===== config.mk =====
export PLATFORM = sky130hd
export DESIGN_NAME = sv32_mmu_top
export DESIGN_NICKNAME = d
export VERILOG_FILES = /design/src/hw/mmu_pkg.sv /design/src/hw/sv32_mmu_top.sv /design/src/hw/tlb_resolver.sv /design/src/hw/tlb_refill_ctrl.sv /design/src/hw/tlb_entry.sv
export SDC_FILE = /design/constraint.sdc
export NUM_CORES = 1
export LEC_CHECK = 0
export CAP_MARGIN = 5
export CORE_ASPECT_RATIO = 1.25
export CORE_MARGIN = 2
export CORE_UTILIZATION = 30
export CTS_CLUSTER_DIAMETER = 60
export DETAILED_ROUTE_END_ITERATION = 12
export DONT_BUFFER_PORTS = 1
export GPL_TIMING_DRIVEN = 1
export PLACE_DENSITY = 0.41
export SYNTH_ARGS = -nofsm -noshare
export SYNTH_HDL_FRONTEND = slang
export SYNTH_HIERARCHICAL = 1
export SYNTH_SLANG_ARGS = --single-unit

===== constraint.sdc =====
create_clock -name clk_i -period 18.35 [get_ports clk_i]
set_clock_uncertainty 0.2 [all_clocks]
set_input_delay 0 -clock clk_i [delete_from_list [all_inputs] [get_ports clk_i]]
set_output_delay 0 -clock clk_i [all_outputs]
set_load 0.02 [all_outputs]

===== src/hw/mmu_pkg.sv =====
// ----------------------------------------------------------------------
// Sv32 data-side translation unit types
// address widths, PTE layout, request/response, refill and flush
// structs, privilege and exception cause enums
// ----------------------------------------------------------------------

package mmu_pkg;

  // address widths
  localparam int unsigned VLEN       = 32;
  localparam int unsigned PLEN       = 34;
  localparam int unsigned VPN_W      = 20;
  localparam int unsigned VPN_SEG_W  = 10;
  localparam int unsigned PPN_W      = 22;
  localparam int unsigned PAGE_OFS_W = 12;
  localparam int unsigned ASID_W     = 9;

  typedef enum logic [1:0] {
    PRIV_U = 2'd0,
    PRIV_S = 2'd1,
    PRIV_M = 2'd3
  } priv_lvl_e;

  typedef enum logic [3:0] {
    CAUSE_NONE          = 4'd0,
    CAUSE_LD_PAGE_FAULT = 4'd13,
    CAUSE_ST_PAGE_FAULT = 4'd15
  } exc_cause_e;

  // Sv32 page table entry, bit 0 is V
  typedef struct packed {
    logic [PPN_W-1:0] ppn;
    logic [1:0]       rsw;
    logic             d;
    logic             a;
    logic             g;
    logic             u;
    logic             x;
    logic             w;
    logic             r;
    logic             v;
  } pte_t;

  typedef struct packed {
    logic              valid;
    logic [VPN_W-1:0]  vpn;
    logic [ASID_W-1:0] asid;
    logic              is_mega;
    pte_t              pte;
  } tlb_refill_t;

  // zero asid flushes all address spaces, zero vaddr flushes all pages
  typedef struct packed {
    logic              valid;
    logic [ASID_W-1:0] asid;
    logic [VLEN-1:0]   vaddr;
  } tlb_flush_t;

  typedef struct packed {
    pte_t pte;
    logic is_mega;
  } tlb_content_t;

  typedef struct packed {
    logic            valid;
    logic [VLEN-1:0] vaddr;
    logic            is_store;
  } lookup_req_t;

  typedef struct packed {
    logic              en_translation;
    priv_lvl_e         priv;
    logic              sum;
    logic              mxr;
    logic [ASID_W-1:0] asid;
  } mmu_ctrl_t;

  typedef struct packed {
    logic            valid;
    logic            miss;
    logic [PLEN-1:0] paddr;
    logic            exc_valid;
    exc_cause_e      cause;
  } lookup_rsp_t;

endpackage

===== src/hw/sv32_mmu_top.sv =====
// ----------------------------------------------------------------------
// Sv32 data TLB top level
// refill controller, fully associative entry array and resolver
// ----------------------------------------------------------------------

`timescale 1ns/1ns

module sv32_mmu_top #(
  parameter int unsigned NUM_ENTRIES = 8
) (
  input  logic                              clk_i,
  input  logic                              rst_ni,
  input  mmu_pkg::lookup_req_t              req_i,
  input  mmu_pkg::mmu_ctrl_t                ctrl_i,
  input  mmu_pkg::tlb_refill_t              refill_i,
  input  mmu_pkg::tlb_flush_t               flush_i,
  output logic                              hit_o,
  output logic [mmu_pkg::PPN_W-1:0]         ppn_o,
  output mmu_pkg::lookup_rsp_t              rsp_o
);

  logic [NUM_ENTRIES-1:0]                entry_valid;
  logic [NUM_ENTRIES-1:0]                write_en;
  logic [NUM_ENTRIES-1:0]                match;
  mmu_pkg::tlb_content_t [NUM_ENTRIES-1:0] content;

  tlb_refill_ctrl #(
    .NUM_ENTRIES (NUM_ENTRIES)
  ) i_refill_ctrl (
    .clk_i          (clk_i),
    .rst_ni         (rst_ni),
    .refill_valid_i (refill_i.valid),
    .entry_valid_i  (entry_valid),
    .write_en_o     (write_en)
  );

  // entry array, all entries see the same refill, flush and lookup
  for (genvar i = 0; i < NUM_ENTRIES; i++) begin : g_entry
    tlb_entry i_entry (
      .clk_i         (clk_i),
      .rst_ni        (rst_ni),
      .write_en_i    (write_en[i]),
      .refill_i      (refill_i),
      .flush_i       (flush_i),
      .lookup_vpn_i  (req_i.vaddr[mmu_pkg::VLEN-1:mmu_pkg::PAGE_OFS_W]),
      .lookup_asid_i (ctrl_i.asid),
      .valid_o       (entry_valid[i]),
      .match_o       (match[i]),
      .content_o     (content[i])
    );
  end

  tlb_resolver #(
    .NUM_ENTRIES (NUM_ENTRIES)
  ) i_resolver (
    .clk_i     (clk_i),
    .rst_ni    (rst_ni),
    .req_i     (req_i),
    .ctrl_i    (ctrl_i),
    .match_i   (match),
    .content_i (content),
    .hit_o     (hit_o),
    .ppn_o     (ppn_o),
    .rsp_o     (rsp_o)
  );

endmodule


===== src/hw/tlb_resolver.sv =====
// ----------------------------------------------------------------------
// TLB resolver
// match select, cycle 0 hit/PPN, request register, cycle 1 physical
// address and page fault checks
// ----------------------------------------------------------------------

`timescale 1ns/1ns

module tlb_resolver #(
  parameter int unsigned NUM_ENTRIES = 8
) (
  input  logic                                    clk_i,
  input  logic                                    rst_ni,
  input  mmu_pkg::lookup_req_t                    req_i,
  input  mmu_pkg::mmu_ctrl_t                      ctrl_i,
  input  logic [NUM_ENTRIES-1:0]                  match_i,
  input  mmu_pkg::tlb_content_t [NUM_ENTRIES-1:0] content_i,
  output logic                                    hit_o,
  output logic [mmu_pkg::PPN_W-1:0]               ppn_o,
  output mmu_pkg::lookup_rsp_t                    rsp_o
);

  localparam int unsigned SEG      = mmu_pkg::VPN_SEG_W;
  localparam int unsigned OFS      = mmu_pkg::PAGE_OFS_W;
  localparam int unsigned MEGA_OFS = OFS + SEG;

  mmu_pkg::tlb_content_t sel;
  logic                  bypass;
  logic                  tlb_hit;

  // request cycle state carried into the response cycle
  logic                      req_valid_q;
  logic [mmu_pkg::VLEN-1:0]  vaddr_q;
  logic                      is_store_q;
  mmu_pkg::priv_lvl_e        priv_q;
  logic                      sum_q;
  logic                      mxr_q;
  logic                      bypass_q;
  logic                      hit_q;
  mmu_pkg::pte_t             pte_q;
  logic                      is_mega_q;

  logic priv_err;
  logic ld_fault;
  logic st_fault;
  logic fault;

  // ---------------------------------------------------------------------
  // cycle 0
  // ---------------------------------------------------------------------
  // match vector is one-hot or zero, so an OR of the masked contents selects
  always_comb begin
    sel = '0;
    for (int i = 0; i < NUM_ENTRIES; i++) begin
      sel = sel | (content_i[i] & {$bits(mmu_pkg::tlb_content_t){match_i[i]}});
    end
  end

  assign bypass  = !ctrl_i.en_translation || (ctrl_i.priv == mmu_pkg::PRIV_M);
  assign tlb_hit = |match_i;
  assign hit_o   = bypass || tlb_hit;

  always_comb begin
    if (bypass) begin
      ppn_o = mmu_pkg::PPN_W'(req_i.vaddr[mmu_pkg::VLEN-1:OFS]);
    end else if (sel.is_mega) begin
      ppn_o = {sel.pte.ppn[mmu_pkg::PPN_W-1:SEG], req_i.vaddr[MEGA_OFS-1:OFS]};
    end else begin
      ppn_o = sel.pte.ppn;
    end
  end

  always_ff @(posedge clk_i or negedge rst_ni) begin
    if (!rst_ni) begin
      req_valid_q <= 1'b0;
    end else begin
      req_valid_q <= req_i.valid;
    end
  end

  always_ff @(posedge clk_i) begin
    vaddr_q    <= req_i.vaddr;
    is_store_q <= req_i.is_store;
    priv_q     <= ctrl_i.priv;
    sum_q      <= ctrl_i.sum;
    mxr_q      <= ctrl_i.mxr;
    bypass_q   <= bypass;
    hit_q      <= tlb_hit;
    pte_q      <= sel.pte;
    is_mega_q  <= sel.is_mega;
  end

  // ---------------------------------------------------------------------
  // cycle 1
  // ---------------------------------------------------------------------
  // U-mode needs a user page, S-mode reaches user pages only with SUM
  assign priv_err = ((priv_q == mmu_pkg::PRIV_U) && !pte_q.u) ||
                    ((priv_q == mmu_pkg::PRIV_S) && pte_q.u && !sum_q);

  // MXR makes execute-only pages readable
  assign ld_fault = !pte_q.a || !(pte_q.r || (mxr_q && pte_q.x)) || priv_err;
  assign st_fault = !pte_q.a || !pte_q.w || !pte_q.d || priv_err;
  assign fault    = is_store_q ? st_fault : ld_fault;

  always_comb begin
    rsp_o = '0;
    rsp_o.cause = mmu_pkg::CAUSE_NONE;
    if (req_valid_q) begin
      rsp_o.valid = 1'b1;
      if (bypass_q) begin
        rsp_o.paddr = mmu_pkg::PLEN'(vaddr_q);
      end else if (!hit_q) begin
        // no walker here, the requester refills and retries
        rsp_o.miss = 1'b1;
      end else begin
        if (is_mega_q) begin
          rsp_o.paddr = {pte_q.ppn[mmu_pkg::PPN_W-1:SEG], vaddr_q[MEGA_OFS-1:0]};
        end else begin
          rsp_o.paddr = {pte_q.ppn, vaddr_q[OFS-1:0]};
        end
        if (fault) begin
          rsp_o.exc_valid = 1'b1;
          rsp_o.cause     = is_store_q ? mmu_pkg::CAUSE_ST_PAGE_FAULT
                                       : mmu_pkg::CAUSE_LD_PAGE_FAULT;
        end
      end
    end
  end

endmodule


===== src/hw/tlb_refill_ctrl.sv =====
// ----------------------------------------------------------------------
// TLB refill controller
// victim selection and one-hot entry write enables
// ----------------------------------------------------------------------

`timescale 1ns/1ns

module tlb_refill_ctrl #(
  parameter int unsigned NUM_ENTRIES = 8
) (
  input  logic                   clk_i,
  input  logic                   rst_ni,
  input  logic                   refill_valid_i,
  input  logic [NUM_ENTRIES-1:0] entry_valid_i,
  output logic [NUM_ENTRIES-1:0] write_en_o
);

  localparam int unsigned IDX_W = $clog2(NUM_ENTRIES);

  logic             array_full;
  logic [IDX_W-1:0] free_idx;
  logic [IDX_W-1:0] victim_idx;
  logic [IDX_W-1:0] rr_ptr_q;

  assign array_full = &entry_valid_i;

  // priority encoder, lowest invalid entry wins
  always_comb begin
    free_idx = '0;
    for (int i = NUM_ENTRIES - 1; i >= 0; i--) begin
      if (!entry_valid_i[i]) begin
        free_idx = IDX_W'(i);
      end
    end
  end

  assign victim_idx = array_full ? rr_ptr_q : free_idx;

  always_comb begin
    for (int i = 0; i < NUM_ENTRIES; i++) begin
      write_en_o[i] = refill_valid_i && (victim_idx == IDX_W'(i));
    end
  end

  // ---------------------------------------------------------------------
  // round-robin pointer
  // ---------------------------------------------------------------------
  // only moves when a valid entry gets replaced
  always_ff @(posedge clk_i or negedge rst_ni) begin
    if (!rst_ni) begin
      rr_ptr_q <= '0;
    end else if (refill_valid_i && array_full) begin
      if (rr_ptr_q == IDX_W'(NUM_ENTRIES - 1)) begin
        rr_ptr_q <= '0;
      end else begin
        rr_ptr_q <= rr_ptr_q + 1'b1;
      end
    end
  end

endmodule


===== src/hw/tlb_entry.sv =====
// ----------------------------------------------------------------------
// single fully associative TLB entry
// tag and PTE storage, flush matching, lookup compare
// ----------------------------------------------------------------------

`timescale 1ns/1ns

module tlb_entry (
  input  logic                        clk_i,
  input  logic                        rst_ni,
  input  logic                        write_en_i,
  input  mmu_pkg::tlb_refill_t        refill_i,
  input  mmu_pkg::tlb_flush_t         flush_i,
  input  logic [mmu_pkg::VPN_W-1:0]   lookup_vpn_i,
  input  logic [mmu_pkg::ASID_W-1:0]  lookup_asid_i,
  output logic                        valid_o,
  output logic                        match_o,
  output mmu_pkg::tlb_content_t       content_o
);

  localparam int unsigned SEG = mmu_pkg::VPN_SEG_W;

  logic                       valid_q;
  logic [mmu_pkg::VPN_W-1:0]  vpn_q;
  logic [mmu_pkg::ASID_W-1:0] asid_q;
  logic                       is_mega_q;
  mmu_pkg::pte_t              pte_q;

  logic [mmu_pkg::VPN_W-1:0]  flush_vpn;
  logic                       flush_asid_hit;
  logic                       flush_vpn_hit;
  logic                       flush_hit;
  logic                       lookup_vpn_hit;

  // ---------------------------------------------------------------------
  // flush matching
  // ---------------------------------------------------------------------
  assign flush_vpn = flush_i.vaddr[mmu_pkg::VLEN-1:mmu_pkg::PAGE_OFS_W];

  // global pages survive an ASID-specific flush
  assign flush_asid_hit = (flush_i.asid == '0) || ((flush_i.asid == asid_q) && !pte_q.g);

  // megapages ignore the low VPN segment
  assign flush_vpn_hit = (flush_i.vaddr == '0) ||
                         ((flush_vpn[2*SEG-1:SEG] == vpn_q[2*SEG-1:SEG]) &&
                          (is_mega_q || (flush_vpn[SEG-1:0] == vpn_q[SEG-1:0])));

  assign flush_hit = flush_i.valid && flush_asid_hit && flush_vpn_hit;

  // ---------------------------------------------------------------------
  // lookup compare
  // ---------------------------------------------------------------------
  assign lookup_vpn_hit = (lookup_vpn_i[2*SEG-1:SEG] == vpn_q[2*SEG-1:SEG]) &&
                          (is_mega_q || (lookup_vpn_i[SEG-1:0] == vpn_q[SEG-1:0]));

  assign match_o = valid_q && (pte_q.g || (lookup_asid_i == asid_q)) && lookup_vpn_hit;

  assign valid_o           = valid_q;
  assign content_o.pte     = pte_q;
  assign content_o.is_mega = is_mega_q;

  // refill takes priority so a same-cycle flush cannot drop a new entry
  always_ff @(posedge clk_i or negedge rst_ni) begin
    if (!rst_ni) begin
      valid_q <= 1'b0;
    end else if (write_en_i) begin
      valid_q <= 1'b1;
    end else if (flush_hit) begin
      valid_q <= 1'b0;
    end
  end

  always_ff @(posedge clk_i) begin
    if (write_en_i) begin
      vpn_q     <= refill_i.vpn;
      asid_q    <= refill_i.asid;
      is_mega_q <= refill_i.is_mega;
      pte_q     <= refill_i.pte;
    end
  end

endmodule


==> results.yml, run 1 <==
sta:
  slew_viol_final: 0
  fin_crit_ps: 4370
  rsz0062_at_grt: "false"
  setup_viol: 0
  final.period_utilization: 0.238
  fmax_mhz: 229
  finalHoldViolations: 0
  slew_headroom: 0.255
  worstMarginPinSlew_ps: 1110
  fin_tns_setup_ps: 0
detailed_routing:
  num_vias: 15355
  ant_nets: 0
  dr.first_iter.drc_count: 928
  drtPass1Iterations: 5
  drc_errors: 0
  routed_via_density: 5.06
  finalWirelength_um: 84200
  post_drt_wl_per_cell_um: 27.8
critical_path:
  crit_type: "reg -> out"
  reg2reg_from: "g_entry[5].i_entry/valid_o"
  slowest_stage: "nor4_1"
  critical_path_required_ps: 18150
  critical_path.startpoint_type: "flop"
  r2r_end: "g_entry[3].i_entry/valid_o"
  r2r_slack_ps: 14360
  cpPeakStageDelay_ps: 900
  cp_data_arrival_time_ps: 4170
  cp-end-kind: "primary output"
  path_max_fanout: 30
  r2r_cells: 8
  crit_chain: "xor2_1, nor4_1, a41oi_1, nor4_2, buf_4, a22oi_2, nand4_4, nor2_8, mux2_4"
global_route:
  grt_pass1_vias: 16320
  grt_pass1_wl_um: 119000
  antenna_found_initial: 8
  grt_max_degree: 49
  grt-ovfl-total: 0
  grt_usage: 0.201
place:
  place_congestion: 0.799
  io_buffer_count: 0
  hpwlAfterDp_um: 53200
cells_and_area:
  layout-drive-gt1-share: 0.0849
  area_growth_pct: 22.7
  multi_input_area_um2: 8240
  seqCellArea_um2: 15800
  final.fill_count: 7574
  final_nets: 2077
  fin_util: 0.371
min_path:
  hold_class: "in -> out"
  worstHoldStart: "req_i[25]"
  hold_depth: 2
  hold_end: "ppn_o[12]"
cts:
  cts-root-buf: "clkbuf_16"
  cts_resized: 0
  cts_buffers: 61
  cts_tree: "done"
  h-tree-depth: 2
  clk_latency_ps: 660
  cts_hold_buf: 203
  clkSinkCount: 552
  post_cts_buffers: 0
  path_clk_slew_ps: 60
  clockBufferDepth: 3
yosys:
  synth_area_um2: 24200
  syn_nets: 1828
  avgSynthCellArea_um2: 14.5
  ys.warnings.count: 6
  syn_inst: 1671
status:
  status: "finished clean"
die:
  rows: 116
  die_w_um: 258
  die_area_um2: 83000
  initial_utilization: 0.303
  io_pins: 219
  core_area_um2: 80000
  die_y_um: 322
power_and_ir_drop:
  p_per_area_nw_per_um2: 141
  ir_drop_v: 0.0000753
  p_leak_nw: 9.62
run:
  drv_cap: 0
[metal layers]
metal  track usage  up-vias  wire length, um
met5             0        -               39
met4        0.0753        6             3080
met3        0.0414      123             4350
met2         0.360      414            43300
met1         0.236     7848            33500
li1              -     6964                -
[final cells by class]
type                            instances  share of cell area
Clock buffer                           85              0.0577
Clock inverter                         26              0.0107
Inverter                                2            0.000253
Antenna cell                            3            0.000253
Tap cell                             1062              0.0448
Timing Repair Buffer                  230              0.0753
Multi-Input combinational cell       1073               0.278
Sequential cell                       552               0.534
[placed cells by master (no fill, tap or decap), types with 6 or more instances in the layout]
master,count
nand4_1,77
clkbuf_1,13
nand2_1,58
clkbuf_16,62
mux2_4,10
dfrtp_1,12
a21oi_1,20
and2_1,17
o22ai_1,8
dfxtp_1,68
dlygate4sd3_1,203
nor2b_1,11
xor2_1,320
nor2_1,21
clkbuf_8,7
bufinv_16,6
nor3b_2,8
buf_4,27
or3_1,8
a22oi_1,122
a31oi_1,16
edfxtp_1,472
clkinv_1,8
a41oi_1,16
or4_1,8
nor4_2,8
xnor2_1,144
clkinv_2,7
nor4_1,155
[power by group]
part | internal [mW] | switching [mW] | total, mW
logic | 0.296 | 0.589 | 0.885
clock network | 0.733 | 0.510 | 1.24
registers | 1.85 | 0.212 | 2.06
[worst max path at each step]
stage	startpoint	to	slack (ps)	cells after the start
floorplan	g_entry[5].i_entry/valid_o	g_entry[0].i_entry/asid_q[0]	12540	4
global placement	g_entry[0].i_entry/vpn_q[8]	ppn_o[5]	14610	9
detailed placement	g_entry[0].i_entry/vpn_q[8]	ppn_o[7]	14600	9
CTS	g_entry[0].i_entry/vpn_q[8]	ppn_o[7]	13900	9
global route	g_entry[3].i_entry/vpn_q[8]	ppn_o[14]	13870	9
finish	g_entry[1].i_entry/vpn_q[8]	ppn_o[7]	13980	9
[flip-flops by register name, summed over array words and instances (netlist names), 2 cells and up]
register	count
g_entry.i_entry/vpn_q	160
i_resolver/pte_q	28
g_entry.i_entry/asid_q	72
g_entry.i_entry/content_o	232
i_resolver/vaddr_q	32
i_resolver/priv_q	2
i_refill_ctrl/rr_ptr_q	3
g_entry.i_entry/valid_o	8
g_entry.i_entry/is_mega_q	8
[stage by stage]
stage	power [mW]	worst slack [ps]	hold slack (ps)	cells	instance area [um^2]
detailed placement	2.93	14600	-495	2716	25600
CTS	4.25	13900	2.95	3030	29700
global route	4.38	13870	13.6	3032	29700
finish	4.19	13980	17.8	3033	29700
global placement	2.92	14610	-495	2716	25600
floorplan	2.58	12540	-496	1671	24200
[critical path: cells and delay by family, from the launching register on]
family,cells,cell delay (ps)
compound gates,2,520
simple gates,4,1480
xor+xnor,1,190
flops,1,440
buf+inv,1,500
mux,1,380
Note: power is estimated with default switching activity, not from simulation.
==> run 2: changes to the inputs <==
Clock period 18.35 ns to 4.5 ns, I/O delays scaled along.
==> results.yml, run 2 (synthesized netlist as in run 1, its figures left out) <==
place:
  dp_slack_ps: 1060
  io_buffer_count: 0
  dpl.cell_count: 2718
  place_congestion: 0.806
  hpwlAfterDp_um: 53100
sta:
  rsz0062_at_grt: "false"
  setup_viol: 0
  fmax_mhz: 248
  final.period_utilization: 0.898
  slew_headroom: 0.181
  slew_viol_final: 0
  timing.hold.ws_ps: 17.9
  worst_slack_ps: 460
  fin_crit_ps: 4040
  finalHoldViolations: 0
  worstMarginPinSlew_ps: 1220
detailed_routing:
  routed_via_density: 5.07
  ant_nets: 0
  finalWirelength_um: 84500
  dr.first_iter.drc_count: 1013
  drtPass1Iterations: 8
  post_drt_wl_per_cell_um: 27.9
  num_vias: 15372
  drc_errors: 0
status:
  status: "finished clean"
die:
  rows: 116
  initial_utilization: 0.303
  die_y_um: 322
  die_w_um: 258
  die_area_um2: 83000
  io_pins: 219
  core_area_um2: 80000
cells_and_area:
  final_cells: 3032
  final.fill_count: 7539
  mostFrequentLayoutCells: "edfxtp_1 (472), xor2_1 (320), dlygate4sd3_1 (198)"
  final_nets: 2073
  largest_reg_flops: 232
  multi_input_area_um2: 8240
  layout-drive-gt1-share: 0.0879
  fin_util: 0.372
  mostFrequentLayoutCell: "edfxtp_1"
  area_growth_pct: 22.9
  seqCellArea_um2: 15800
power_and_ir_drop:
  ir_drop_v: 0.000373
  power_mw: 16.9
  p_per_area_nw_per_um2: 568
  p_leak_nw: 9.61
cts:
  cts_buffers: 60
  cts_tree: "done"
  clk_latency_ps: 650
  cts_resized: 0
  clkSinkCount: 552
  clockBufferDepth: 3
  path_clk_slew_ps: 60
  h-tree-depth: 2
  cts-root-buf: "clkbuf_16"
critical_path:
  path_max_fanout: 30
  cp_data_arrival_time_ps: 3840
  cp-end-kind: "primary output"
  critical_path_required_ps: 4300
  critical_path.startpoint_type: "flop"
  crit_type: "reg -> out"
  r2r_slack_ps: 740
min_path:
  hold_class: "in -> out"
global_route:
  grt_max_degree: 62
  antenna_found_initial: 6
  grt-ovfl-total: 0
  grt_pass1_wl_um: 119000
  grt_pass1_vias: 16067
  grt_usage: 0.200
run:
  drv_cap: 0
[run 2: cell type report]
class	instances	area share
Inverter	2	0.000253
Timing Repair Buffer	227	0.0795
Tap cell	1062	0.0447
Sequential cell	552	0.533
Clock buffer	87	0.0579
Antenna cell	2	0.000168
Multi-Input combinational cell	1073	0.277
Clock inverter	27	0.00779
[run 2: repair_timing]
item,in CTS,in global routing
hold endpoints to repair,734,0
endpoints found under the setup margin,0,0
hold buffers,198,0
setup buffers,0,0
[run 2: final timing paths]
path | to | startpoint | depth (start not counted)
worst max register to register | g_entry[7].i_entry/valid_o | g_entry[3].i_entry/valid_o | 8
worst min register to register | i_resolver/pte_q[1] | g_entry[5].i_entry/content_o[2] | 2
min in group asynchronous | i_refill_ctrl/rr_ptr_q[2] | rst_ni | 2
max in group asynchronous | i_resolver/req_valid_q | rst_ni | 2
worst max-delay path | ppn_o[4] | g_entry[2].i_entry/vpn_q[8] | 9
worst min-delay path | ppn_o[15] | req_i[28] | 2
[run 2: layer usage]
layer,share of wire,vias to the layer above,track usage
li1,-,6966,-
met1,0.40,7841,0.238
met2,0.52,438,0.362
met3,0.055,119,0.0427
met4,0.027,8,0.0590
met5,0.00065,-,0
[run 2: metrics by stage]
step,instance area (um^2),TNS (ps)
after floorplan,24200,-234700
after global placement,25800,0
after global routing,29700,0
after detailed placement,25800,0
after CTS,29700,0
final,29700,0
[run 2: power by group]
| group | leakage, nW | switching (mW) | total (mW) | internal, mW |
|---|---|---|---|---|
| logic | 3.68 | 2.33 | 3.60 | 1.28 |
| registers | 4.97 | 0.866 | 8.38 | 7.52 |
| clock network | 0.958 | 2.11 | 4.90 | 2.78 |
[run 2: worst max-delay path, stage by stage, from the launching register on]
cell	delay (ps)
edfxtp_1	420
xor2_1	180
nor4_1	640
a41oi_1	440
nor4_2	430
buf_12	300
a22oi_4	130
nand4_4	130
nor2_8	100
mux2_4	380
==> run 3: changes to the inputs <==
--- a/config.mk
+++ b/config.mk
@@ -14,4 +14,4 @@
 export DONT_BUFFER_PORTS = 1
-export GPL_TIMING_DRIVEN = 1
 export PLACE_DENSITY = 0.41
+export SKIP_LAST_GASP = 1
 export SYNTH_ARGS = -nofsm -noshare
==> constraint.sdc (replaced) <==
create_clock -name clk_i -period 4.5 [get_ports clk_i]
set_clock_uncertainty 0.2 [all_clocks]
set_input_delay 0.9 -clock clk_i [delete_from_list [all_inputs] [get_ports clk_i]]
set_output_delay 0.9 -clock clk_i [all_outputs]
set_load 0.02 [all_outputs]
==> results.yml, run 3 (synthesized netlist as in run 1, its figures left out) <==
sta:
  slew_viol_final: 0
  rsz0062_at_grt: "true"
  worstMarginPinSlew_ps: 1050
  finalHoldViolations: 0
  fmax_mhz: 227
  worst_slack_ps: 103
  final.period_utilization: 0.977
  setup_viol: 0
  fin_tns_setup_ps: 0
  slew_headroom: 0.296
  fin_crit_ps: 4400
die:
  core_area_um2: 80000
  rows: 116
  initial_utilization: 0.303
  die_area_um2: 83000
  die_w_um: 258
  io_pins: 219
  die_y_um: 322
place:
  io_buffer_count: 0
  dpl.cell_count: 2724
  dp_slack_ps: 150
  place_congestion: 0.770
  hpwlAfterDp_um: 52800
cells_and_area:
  mostFrequentLayoutCells: "edfxtp_1 (472), xor2_1 (320), xnor2_1 (144)"
  area_growth_pct: 18.3
  final_nets: 1908
  layout-drive-gt1-share: 0.126
  antennaDiodeCount: 0
  fin_util: 0.358
  largest_reg_flops: 232
  final_cells: 2868
  mostFrequentLayoutCell: "edfxtp_1"
detailed_routing:
  post_drt_wl_per_cell_um: 29.1
  drc_errors: 0
  drtPass1Iterations: 4
  num_vias: 14655
  dr.first_iter.drc_count: 839
  finalWirelength_um: 83600
  ant_nets: 0
  routed_via_density: 5.11
min_path:
  hold_class: "in -> reg"
global_route:
  grt_usage: 0.196
  grt_pass1_wl_um: 115000
  grt_max_degree: 62
  antenna_found_initial: 1
  grt-ovfl-total: 0
  grt_pass1_vias: 15524
cts:
  clk_latency_ps: 610
  clkSinkCount: 552
  cts_buffers: 67
  path_clk_slew_ps: 60
  cts_tree: "done"
  clockBufferDepth: 3
  cts-root-buf: "clkbuf_16"
  h-tree-depth: 3
status:
  status: "finished clean"
critical_path:
  crit_chain: "xor2_1, nor4_1, nand4_1, nor4_4, buf_6, buf_12, a22oi_2, nand4_4, nor2_4, mux2_4"
  critical_path_required_ps: 3400
  slowest_stage: "edfxtp_1"
  cp-end-kind: "primary output"
  cpPeakStageDelay_ps: 410
  cp_data_arrival_time_ps: 3300
  crit_type: "reg -> out"
  path_max_fanout: 14
  critical_path.startpoint_type: "flop"
power_and_ir_drop:
  p_leak_nw: 9.13
  ir_drop_v: 0.000318
  p_per_area_nw_per_um2: 607
run:
  drv_cap: 0
run 3: path summary, 6_finish.rpt:
path                                                  from                          endpoint  slack (ps)  depth (start not counted)
min reg2reg                g_entry[6].i_entry/content_o[5]               i_resolver/pte_q[4]         270                          2
min                                               req_i[1]             i_resolver/vaddr_q[0]         120                          0
min in group asynchronous                           rst_ni         i_refill_ctrl/rr_ptr_q[2]         690                          1
max reg2reg                     g_entry[6].i_entry/valid_o  g_entry[5].i_entry/content_o[17]        1310                          5
max                           g_entry[0].i_entry/vpn_q[17]                          ppn_o[0]         100                         10
max in group asynchronous                           rst_ni        g_entry[3].i_entry/valid_o        2800                          1
run 3: repair_timing:
action / in CTS / in global routing
gates cloned: 2 / 6
pin swaps: 6 / 6
buffers inserted: 5 / 6
resized for setup: 10 / 32
hold buffers: 1 / 0
endpoints found under the setup margin: 10 / 22
hold endpoints to repair: 12 / 0
run 3: routing by layer:
metal,vias up,global-route usage,share of wire
li1,6638,-,-
met2,391,0.353,0.52
met3,113,0.0475,0.059
met1,7513,0.230,0.39
met4,0,0.0592,0.029
met5,-,0,0
run 3: layout make-up:
type                       count  area, um^2
fill                        7606       51300
sequential                   552       15800
multi-input combinational   1074        8510
clock buffer                  99        1940
tap                         1062        1330
timing repair buffer          54         709
clock inverter                25         293
inverter                       2        7.51
run 3: report_power, final:
part / switching, mW / leakage (nW) / internal [mW]
Clock: 2.16 / 1.09 / 3.30
Sequential: 0.877 / 4.97 / 7.52
Combinational: 2.27 / 3.07 / 1.24
run 3: per-stage QoR:
stage	hold slack (ps)	cell area, um^2	total power [mW]
2_1_floorplan	240	24200	10.5
3_3_place_gp	265	25900	11.9
3_5_place_dp	261	25900	12.0
4_1_cts	70.3	28300	17.5
5_1_grt	78.8	28600	18.2
6_report	116	28600	17.4
run 3: worst max-delay path, delay by kind of cell, from the launching register on:
family	cells	cell delay (ps)
AO/OA/AOI/OAI	1	120
buffers and inverters	2	370
AND/OR/NAND/NOR	5	1210
XOR/XNOR	1	180
multiplexers	1	380
flip-flops	1	410
